==> src/logic/fetch_pkg.sv <==
package fetch_pkg;

	localparam int num_warps = 8;
	localparam int warp_idx_width = $clog2(num_warps);
	localparam int pc_width = 32;
	localparam int instr_width = 32;
	localparam int imem_addr_width = 10;
	localparam int imem_depth = 1 << imem_addr_width;

	typedef logic [instr_width-1:0] instr_t;
	typedef logic [pc_width-1:0] pc_t;
	typedef logic [num_warps-1:0] warp_mask_t;
	typedef logic [warp_idx_width-1:0] warp_idx_t;
	typedef logic [imem_addr_width-1:0] imem_addr_t;
	typedef logic [num_warps-1:0][pc_width-1:0] warp_pc_array_t;

	// One fetch lane as seen by decode.
	typedef struct packed {
		instr_t instr;
		pc_t pc_plus4;
		warp_mask_t valid;
	} fetch_slot_t;

	typedef struct packed {
		logic valid;
		warp_idx_t warp;
		pc_t target;
	} pc_redirect_t;

	typedef struct packed {
		logic wen;
		imem_addr_t addr;
		instr_t data;
	} imem_load_t;

	// Word index of a byte PC.
	function automatic imem_addr_t pc_index(pc_t pc);
		return pc[imem_addr_width+1:2];
	endfunction

endpackage

==> src/logic/warp_pc_table.sv <==
`timescale 1ns/1ps

module warp_pc_table #(
	parameter int unsigned warp_pc_stride = 256
) (
	input logic clk,
	input logic rst_n,
	input fetch_pkg::pc_redirect_t pc_redirect,
	input fetch_pkg::fetch_slot_t slot0,
	input fetch_pkg::fetch_slot_t slot1,
	output fetch_pkg::warp_pc_array_t warp_pcs
);
	import fetch_pkg::*;

	warp_pc_array_t pc_next;
	warp_mask_t redirect_hit;
	warp_mask_t advance0;
	warp_mask_t advance1;

	assign advance0 = slot0.valid;
	assign advance1 = slot1.valid;

	// Decode the redirect target warp.
	always_comb begin
		redirect_hit = '0;
		if (pc_redirect.valid)
			redirect_hit[pc_redirect.warp] = 1'b1;
	end

	always_comb begin
		for (int w = 0; w < num_warps; w++) begin
			pc_next[w] = warp_pcs[w];
			if (advance0[w])
				pc_next[w] = slot0.pc_plus4;
			if (advance1[w])
				pc_next[w] = slot1.pc_plus4;
			if (redirect_hit[w])
				pc_next[w] = pc_redirect.target; // Redirect beats advance.
		end
	end

	always_ff @(posedge clk) begin
		if (!rst_n) begin
			for (int w = 0; w < num_warps; w++)
				warp_pcs[w] <= pc_t'(w * warp_pc_stride); // Per-warp code region.
		end else begin
			warp_pcs <= pc_next;
		end
	end

endmodule

==> config.mk <==
export PLATFORM = sky130hd
export DESIGN_NAME = warp_pc_table
export DESIGN_NICKNAME = d
export VERILOG_FILES = /design/src/logic/fetch_pkg.sv /design/src/logic/warp_pc_table.sv
export SDC_FILE = /design/constraint.sdc
export NUM_CORES = 1
export LEC_CHECK = 0
export BUFFER_PORTS_ARGS = -buffer_cell sky130_fd_sc_hd__buf_2
export CAP_MARGIN = 20
export CORE_MARGIN = 4
export CORE_UTILIZATION = 28
export CTS_CLUSTER_DIAMETER = 120
export DETAILED_ROUTE_END_ITERATION = 10
export GPL_ROUTABILITY_DRIVEN = 0
export SLEW_MARGIN = 25
export SYNTH_ARGS = -nofsm -noshare
export SYNTH_HDL_FRONTEND = slang
export SYNTH_SLANG_ARGS = --single-unit
==> constraint.sdc <==
create_clock -name clk -period 2.25 [get_ports clk]
set_clock_uncertainty 0.2 [all_clocks]
set_input_delay 0.3375 -clock clk [delete_from_list [all_inputs] [get_ports clk]]
set_output_delay 0.3375 -clock clk [all_outputs]
set_load 0.02 [all_outputs]
==> results.md <==
- Status: finished clean
- Synth Area in Simple Gates: approximately an eighth
- Iter 0 DRT Violations: 943
- Synth unique cells: 24
- DP HPWL: 37.9 mm
- Top Ports: 438
- Cts repair resizes: 0
- Synthesized area: 0.0144 mm2
- Clk Latency, worst-skew pair: 570 ps
- Synth area leader: dfxtp_1
- Tcrit/Tclk final: 93.3%
- Worst EP required: 2580 ps
- Crit path launch type: input pin
- Most common cell after layout, fill and taps aside: buf_2
- Biggest regs: warp_pcs x256
- Layout cells sized above 1: 41.9%
- Synth Net Count: 1685
- CTS tree: done
- Fraction of the mapped netlist area in adder cells: 0%
- Congestion Overflow GR: 0
- Post-place setup slack: 235 ps
- H-tree depth: 1
- WHS Endpoint: warp_pcs[20]$_SDFFE_PN0P_
- CTS Buffer Depth: 3
- Port Buf Inserts: 373
- GR peak layer: met2
- Setup Crit Path Kind: input pin to flop
- # nets final: 2028
- Worst hold start: pc_redirect[20]
- Final hold vios: 0
- Area of the multi-input gates: around 0.0085 mm2
- RSZ-0062 raised after global routing: false
- Worst Hold Class: input pin to flop
- Pre-antenna DRT Iters: 5
- Most frequent cells in the layout: buf_2, dfxtp_1, nand2b_1, mux2_2, o21ai_0
- Slew Viols, Final: 0
- Reg with most FFs: warp_pcs
- Share of Yosys cell area claimed by the top area cell type: 35.6%
- Final WL: a little over 60 mm
- P per Cell Area: between 700 and 800 mW/mm2
- CTS buffer count: 31
- WHS Path Cells: 3
- Register Area: 0.00512 mm2
- Drt drc: 0
- WL/cell: 24.0 um
- Finished Layout Cells: 2542
- Post-synthesis sequential area ratio: 35.6%
- Vias in the first global route: 13.9k
- Setup violations, final: 0
- Met3 Use GR: 4.60%
- Main combinational cell family by area after synthesis: compound AO/OA/AOI/OAI gates
- Leak: 7.54 nW
- Die area: roughly 0.055 mm2
- Yosys reg bits: 256
- Initial antenna violation count: 1
- Number of max-cap violations: 0
- Sum of negative setup slack: 0 ps
- Die Width: between 200 and 250 um
- Worst reg2reg setup slack: between 500 and 600 ps
- Arr. time, crit path: 2430 ps
- Worst-Margin Slew: 797 ps
- Synth warn: 0
- Syn-to-layout area delta: 30.2%
- Total design power: ~0.013 W
- Vias per std cell: 5.59
- Clock root buffer: clkbuf_16
- M1 GR Usage: 27.3%
- Post-synthesis mux area share: around a fifth
- GRT met2 Usage: 34.9%
- Synth area leaders: dfxtp_1, mux2_2, o2111ai_1, nand2b_1, o21ai_0
- Tot GR Track Use: 21.0%
- Worst R2R End: warp_pcs[233]$_SDFFE_PN1P_
- Initial Util: ~28%
- Max IR drop VDD: 502 uV
- # placed instances: 2427
- Worst Reg-to-Reg Cells: 4
- ANT nets after route: 0
- R2r startpoint: warp_pcs[233]$_SDFFE_PN1P_
- Clk sinks: 256
- Floorplan Core Area: between 0.05 and 0.06 mm2
- Synth Area in XOR/XNOR: 0%
- Die height: 235 um
- Setup slack after layout: 152 ps
- Hold Slack: 37.2 ps
- Largest net degree at the start of global routing: 65
- Avg Cell Area, Syn: 9.57 um2
- Critical path fanouts, max: 30
- Max_slew headroom: 46.9%
- Largest register FFs: 256
- Fin crit period: 2100 ps
- CP Capture Type: flop
- Compound-Gate Fraction of Synth Area: 27.1%
- Post-CTS Setup Bufs: 0
- Floorplan row count: 82
- Vias: 14.2k
- Synth Instances: around 1.5k
- Filler Cells Inserted: 5088
- Clk slew on worst S/H paths: ~60 ps
- Global-route wire length before repair: 88.6 mm
- Peak Freq: 477 MHz
timing repair:
action,in CTS,in global routing
hold buffers,58,0
endpoints found under the hold margin,181,0
endpoints found under the setup margin,0,0
metal layers:
layer / wire (um) / vias to the layer above
met5: 0 / -
met4: 2230 / 0
met3: 4500 / 134
met2: 28100 / 598
met1: 26100 / 7040
li1: - / 6441
logic make-up after synthesis:
| logic type | after synthesis |
|---|---|
| buffers and inverters | 180 |
| flip-flops | 256 |
| multiplexers | 247 |
| AO/OA/AOI/OAI | 524 |
| AND/OR/NAND/NOR | 296 |
worst max path at each step:
stage	from	end	slack, ps	cells past startpoint
after floorplan	slot0[0]	warp_pcs[10]$_SDFFE_PN0P_	480	5
after global placement	pc_redirect[32]	warp_pcs[202]$_SDFFE_PN1P_	290	5
after detailed placement	pc_redirect[32]	warp_pcs[201]$_SDFFE_PN1P_	240	5
after CTS	rst_n	warp_pcs[24]$_SDFFE_PN0P_	200	6
after global routing	rst_n	warp_pcs[24]$_SDFFE_PN0P_	100	6
final	rst_n	warp_pcs[24]$_SDFFE_PN0P_	150	6
worst max-delay path, stage by stage:
cell and delay [ps]:
dlygate4sd3_1 560, buf_8 260, buf_12 230, nand2_1 250
o21ai_2 170, dlygate4sd3_1 560
synth_stat cells, drive strengths merged:
master / count
o21ai: 259
nand2: 35
nand4b: 3
buf: 60
mux2i: 3
a21o: 3
inv: 7
clkbuf: 113
o221ai: 9
a211oi: 9
nand4: 1
nand2b: 244
dfxtp: 256
mux2: 244
nor2b: 9
or4b: 1
nand4bb: 3
o2111ai: 244
stage by stage:
step	utilization (%)	area (um2)
after CTS	37.1	18700
after global placement	33.9	17100
after detailed placement	33.9	17100
final	37.1	18700
after global routing	37.1	18700
after floorplan	-	14400
where the power goes:
part           switching [W]  internal [W]  leakage (nW)
clock                0.00207       0.00298         0.502
sequential          0.000225       0.00493          2.13
combinational        0.00184       0.00125          4.90
area by class of cell:
cell class                      instances  share of cell area, %
Timing Repair Buffer                  483                   17.0
Clock inverter                          7                  0.334
Clock buffer                           48                   5.07
Tap cell                              672                   4.49
Antenna cell                            2                 0.0267
Sequential cell                       256                   27.4
Multi-Input combinational cell       1067                   45.5
Inverter                                7                  0.140
No activity file was read; power rests on OpenSTA's default activity.
