<file path="src/logic/fetch_pkg.sv">
package fetch_pkg;

	localparam int num_warps = 8;
	localparam int warp_idx_width = $clog2(num_warps);
	localparam int pc_width = 32;
	localparam int instr_width = 32;
	localparam int imem_addr_width = 10;
	localparam int imem_depth = 1 << imem_addr_width;

	typedef logic [instr_width-1:0] instr_t;
	typedef logic [pc_width-1:0] pc_t;
	typedef logic [num_warps-1:0] warp_mask_t;
	typedef logic [warp_idx_width-1:0] warp_idx_t;
	typedef logic [imem_addr_width-1:0] imem_addr_t;
	typedef logic [num_warps-1:0][pc_width-1:0] warp_pc_array_t;

	// One fetch lane as seen by decode.
	typedef struct packed {
		instr_t instr;
		pc_t pc_plus4;
		warp_mask_t valid;
	} fetch_slot_t;

	typedef struct packed {
		logic valid;
		warp_idx_t warp;
		pc_t target;
	} pc_redirect_t;

	typedef struct packed {
		logic wen;
		imem_addr_t addr;
		instr_t data;
	} imem_load_t;

	// Word index of a byte PC.
	function automatic imem_addr_t pc_index(pc_t pc);
		return pc[imem_addr_width+1:2];
	endfunction

endpackage

</file>
<file path="src/logic/warp_scheduler.sv">
`timescale 1ns/1ps

module warp_scheduler (
	input logic clk,
	input logic rst_n,
	input fetch_pkg::warp_mask_t warp_active,
	output fetch_pkg::warp_mask_t grant0,
	output fetch_pkg::warp_mask_t grant1
);
	import fetch_pkg::*;

	warp_idx_t rr_ptr;
	warp_mask_t in_flight1; // Granted last cycle.
	warp_mask_t in_flight2; // Granted two cycles ago.
	warp_mask_t eligible;
	warp_idx_t cand;
	warp_idx_t idx0;
	warp_idx_t idx1;
	logic found0;
	logic found1;

	assign eligible = warp_active & ~in_flight1 & ~in_flight2;

	// Scan from the pointer and take the first two eligible warps.
	always_comb begin
		found0 = 1'b0;
		found1 = 1'b0;
		idx0 = rr_ptr;
		idx1 = rr_ptr;
		cand = rr_ptr;
		for (int k = 0; k < num_warps; k++) begin
			cand = rr_ptr + warp_idx_t'(k); // Wraps around.
			if (eligible[cand]) begin
				if (!found0) begin
					found0 = 1'b1;
					idx0 = cand;
				end else if (!found1) begin
					found1 = 1'b1;
					idx1 = cand;
				end
			end
		end
	end

	always_comb begin
		grant0 = '0;
		grant1 = '0;
		if (found0)
			grant0[idx0] = 1'b1;
		if (found1)
			grant1[idx1] = 1'b1;
	end

	always_ff @(posedge clk) begin
		if (!rst_n) begin
			rr_ptr <= '0;
			in_flight1 <= '0;
			in_flight2 <= '0;
		end else begin
			in_flight1 <= grant0 | grant1;
			in_flight2 <= in_flight1;
			if (found1)
				rr_ptr <= idx1 + warp_idx_t'(1);
			else if (found0)
				rr_ptr <= idx0 + warp_idx_t'(1);
		end
	end

endmodule

</file>
<file path="config.mk">
export PLATFORM = sky130hd
export DESIGN_NAME = warp_scheduler
export DESIGN_NICKNAME = d
export VERILOG_FILES = /design/src/logic/fetch_pkg.sv /design/src/logic/warp_scheduler.sv
export SDC_FILE = /design/constraint.sdc
export NUM_CORES = 1
export LEC_CHECK = 0
export ABC_AREA = 1
export BUFFER_PORTS_ARGS = -buffer_cell sky130_fd_sc_hd__buf_2
export CAP_MARGIN = 40
export CORE_UTILIZATION = 35
export CTS_CLUSTER_DIAMETER = 40
export DETAILED_ROUTE_END_ITERATION = 8
export HOLD_SLACK_MARGIN = 0.15
export PLACE_DENSITY = 0.56
export SLEW_MARGIN = 5
export SYNTH_ARGS = -nofsm -noshare
export SYNTH_HDL_FRONTEND = slang
export SYNTH_SLANG_ARGS = --single-unit
</file>
<file path="constraint.sdc">
create_clock -name clk -period 4 [get_ports clk]
set_input_delay 0.8 -clock clk [delete_from_list [all_inputs] [get_ports clk]]
set_output_delay 0.8 -clock clk [all_outputs]
set_load 0.1 [all_outputs]
</file>
==> results.md <==
* DR pass1 iterations at 4
* H-Tree Depth at 1
* Status: finished, final reports clean
* Final setup fails at 0
* Clock Latency Late Sink at 0.25 ns
* Main area contributors after synthesis: nand2_1 20%, dfxtp_1 16%, nand3_1 9.5%
* Initial DRC Count at 75
* CTS Root Cell: clkbuf_8
* Hold Path Sink: in_flight2[1]
* Bufs on Longest Clock Path at 2
* Area after DPL at roughly 2800 µm²
* Flops & latches, synth at 19
* Synthesized net count at 398
* Crit Path Class: input port to output pin
* Worst slew pin tran at around 0.35 ns
* CP most frequent cell: nand2_1
* Yosys warnings at 0
* Capturing point of the worst reg2reg path: rr_ptr[2]
* Dominant cell type by area after synthesis: nand2_1
* Worst path required time at around 3.2 ns
* Critical path endpoint category: output pin
* Reg clk slew, reported paths at approximately 0.070 ns
* Routed WL per cell at around 12 µm
* Pins Over Slew Limit at 0
* FP Rows at 29
* Synth Cell Area at 2310 µm²
* Core area at approximately 6300 µm²
* Share of layout cells above drive strength 1 at 37.1%
* Die height at 83.2 µm
* Boundary pin count at 26
* Yosys cell types at 33
* Arr. time, crit path at approximately 3 ns
* Final HPWL DP at between 5000 and 6000 µm
* GP Congestion at about 0.9
* Final instance area at approximately 3000 µm²
* Routed Antenna Nets at 0
* Residual DRC at 0
* RSZ-0062 raised after global routing: true
* Final critical-path required period at approximately 3.8 ns
* Worst slew margin at between 70% and 80%
* Sinks on Clock Net at 19
* Reg-to-Reg Start: rr_ptr[1]
* CTS tree: done
* Total CTS buffers at 3
* DIE AREA at 6920 µm²
* Vias at between 2,000 and 2,500
* CP cell instances: buf_2 -> nand3_1 -> nand2_1 -> nand3_1 -> nand3_2 -> nand2_4 -> nand3_4 -> nor2_4 -> nand2_2 -> nand2_4 -> inv_2 -> nand2_4 -> nand2_1 -> nand2_1 -> nand2_1 -> nand2_1 -> nand2_2 -> nor2_4 -> nand3_1 -> inv_1 -> buf_12
* Final nets at between 400 and 500
* Initial antenna violation count at 0
* First-pass GRT wire length at 10,300 µm
* CP Max Fanout at 5
* Worst Hold Launch: in_flight1[1]
* Final hold violation count at 0
* Post-Route WL at approximately 6200 µm
* Largest net degree at the start of global routing at 13
* Max Cap Violations at 0
* Vias per cell at between 4 and 5
* FF-to-FF path depth at 26
* Hold Path Depth at 2
* Yosys top cell area share at around a fifth
* Mean post-synth cell area at between 5 and 6 µm²
* Crit path largest cell delay at roughly 0.2 ns
* Critical Path Source Type: input port
* Period utilization at approximately 95%
* Total GRT Usage at between 10% and 20%
* Vias in the first global route at between 2,000 and 2,500
* Syn-to-layout area delta at 31.5%
* Sequential cell area fraction in the yosys report at about 16%
* CP max-delay cell: nor2_4
* Reg2reg setup slack at about 0.98 ns
* Worst hold path type: flop to flop
* Syn Inst Count at 385
* Port bufs at 25
* Die width at ~83 µm
* Diode count at 0
* Initial Util at 36.4%
* Hold-fix buffers, CTS at 0
* Gr ovfl total at 0
* Clk_skew at between 0.003 and 0.004 ns
* FMAX at ~260 MHz
timing repair:
action / 4_1_cts / 5_1_grt
endpoints found under the setup margin: 0 / 16
buffers inserted: 0 / 5
resized for setup: 0 / 46
critical path, delay by kind of cell:
family | cells | cell delay [ns]
simple gates | 17 | 1.76
buf+inv | 4 | 0.46
worst max-delay path by stage:
| stage | end | startpoint | cells after the start | slack [ns] |
|---|---|---|---|---|
| 3_5_place_dp | grant1[1] | warp_active[6] | 21 | 0.13 |
| 5_1_grt | grant1[0] | warp_active[0] | 21 | -0.03 |
| 2_1_floorplan | grant1[2] | rr_ptr[1] | 20 | 0.004 |
| 4_1_cts | grant0[2] | rr_ptr[0] | 20 | 0.02 |
| 6_report | grant1[4] | warp_active[5] | 21 | 0.19 |
| 3_3_place_gp | grant0[2] | warp_active[5] | 20 | 0.13 |
kinds of logic (layout without fill, tap and decap cells):
group	after synthesis	count (layout)	share of synthesized area (%)
AND/OR/NAND/NOR	236	236	53.8
buffers and inverters	91	127	16.1
AO/OA/AOI/OAI	33	33	8.45
flip-flops	19	19	16.5
adder cells (fa/ha/maj)	3	3	1.63
XOR/XNOR	3	3	3.58
state kept, by name, summed over array words and instances (netlist names):
name and cells:
in_flight1 8, rr_ptr 3, in_flight2 8
area by class of cell:
| cell class | count | area [µm²] |
|---|---|---|
| clock buffers | 3 | 41.3 |
| clock inverters | 1 | 7.51 |
| fillers | 656 | 3310 |
| inverters | 84 | 320 |
| multi-input cells | 275 | 1710 |
| flip-flops and latches | 19 | 383 |
| well taps | 77 | 96.3 |
| repair buffers | 39 | 474 |
through the flow:
stage | util, % | std cells | setup slack, ns | hold WS [ns] | TNS (ns)
after floorplan | - | 385 | 0.00372 | 0.401 | 0
after global placement | 44.0 | 489 | 0.126 | 0.408 | 0
after detailed placement | 44.0 | 489 | 0.132 | 0.413 | 0
after CTS | 44.7 | 493 | 0.0224 | 0.423 | 0
after global routing | 47.8 | 498 | -0.0346 | 0.452 | -0.161
final | 47.8 | 498 | 0.189 | 0.422 | 0
layer usage:
layer | global-route usage, % | wire length, µm | up-vias
met3 | 2.49 | 267 | 10
met5 | 0 | 0 | -
met4 | 4.70 | 103 | 0
met1 | 22.0 | 2740 | 1008
met2 | 33.3 | 3080 | 50
li1 | - | - | 1247
Yosys cell counts, drive strengths merged:
cell type and n:
nand2 144, inv 82, nand3 51, nor2 34
dfxtp 19, o21ai 16, a21oi 14, buf 5
ha 3, nand4 3, xor2 3, clkbuf 2
clkinv 2, nand3b 2, a21boi 1, and2 1
nor3 1, o211ai 1, o21a 1
layout by cell type, fill, tap and decap left out, drive strengths merged:
| cell | netlist | layout |
|---|---|---|
| o211ai | 1 | 1 |
| o21ai | 16 | 16 |
| nor2 | 34 | 34 |
| nand2 | 144 | 144 |
| clkbuf | 2 | 3 |
| a21oi | 14 | 14 |
| clkinvlp | 0 | 1 |
| clkinv | 2 | 3 |
| nand4 | 3 | 3 |
| xor2 | 3 | 3 |
| a21boi | 1 | 1 |
| nor3 | 1 | 1 |
| ha | 3 | 3 |
| nand3b | 2 | 2 |
| and2 | 1 | 1 |
| dfxtp | 19 | 19 |
| o21a | 1 | 1 |
| buf | 5 | 39 |
| inv | 82 | 81 |
| nand3 | 51 | 51 |
Power is not shown: default switching activity piles up to over one toggle a cycle in this logic, so the estimate is an artifact.
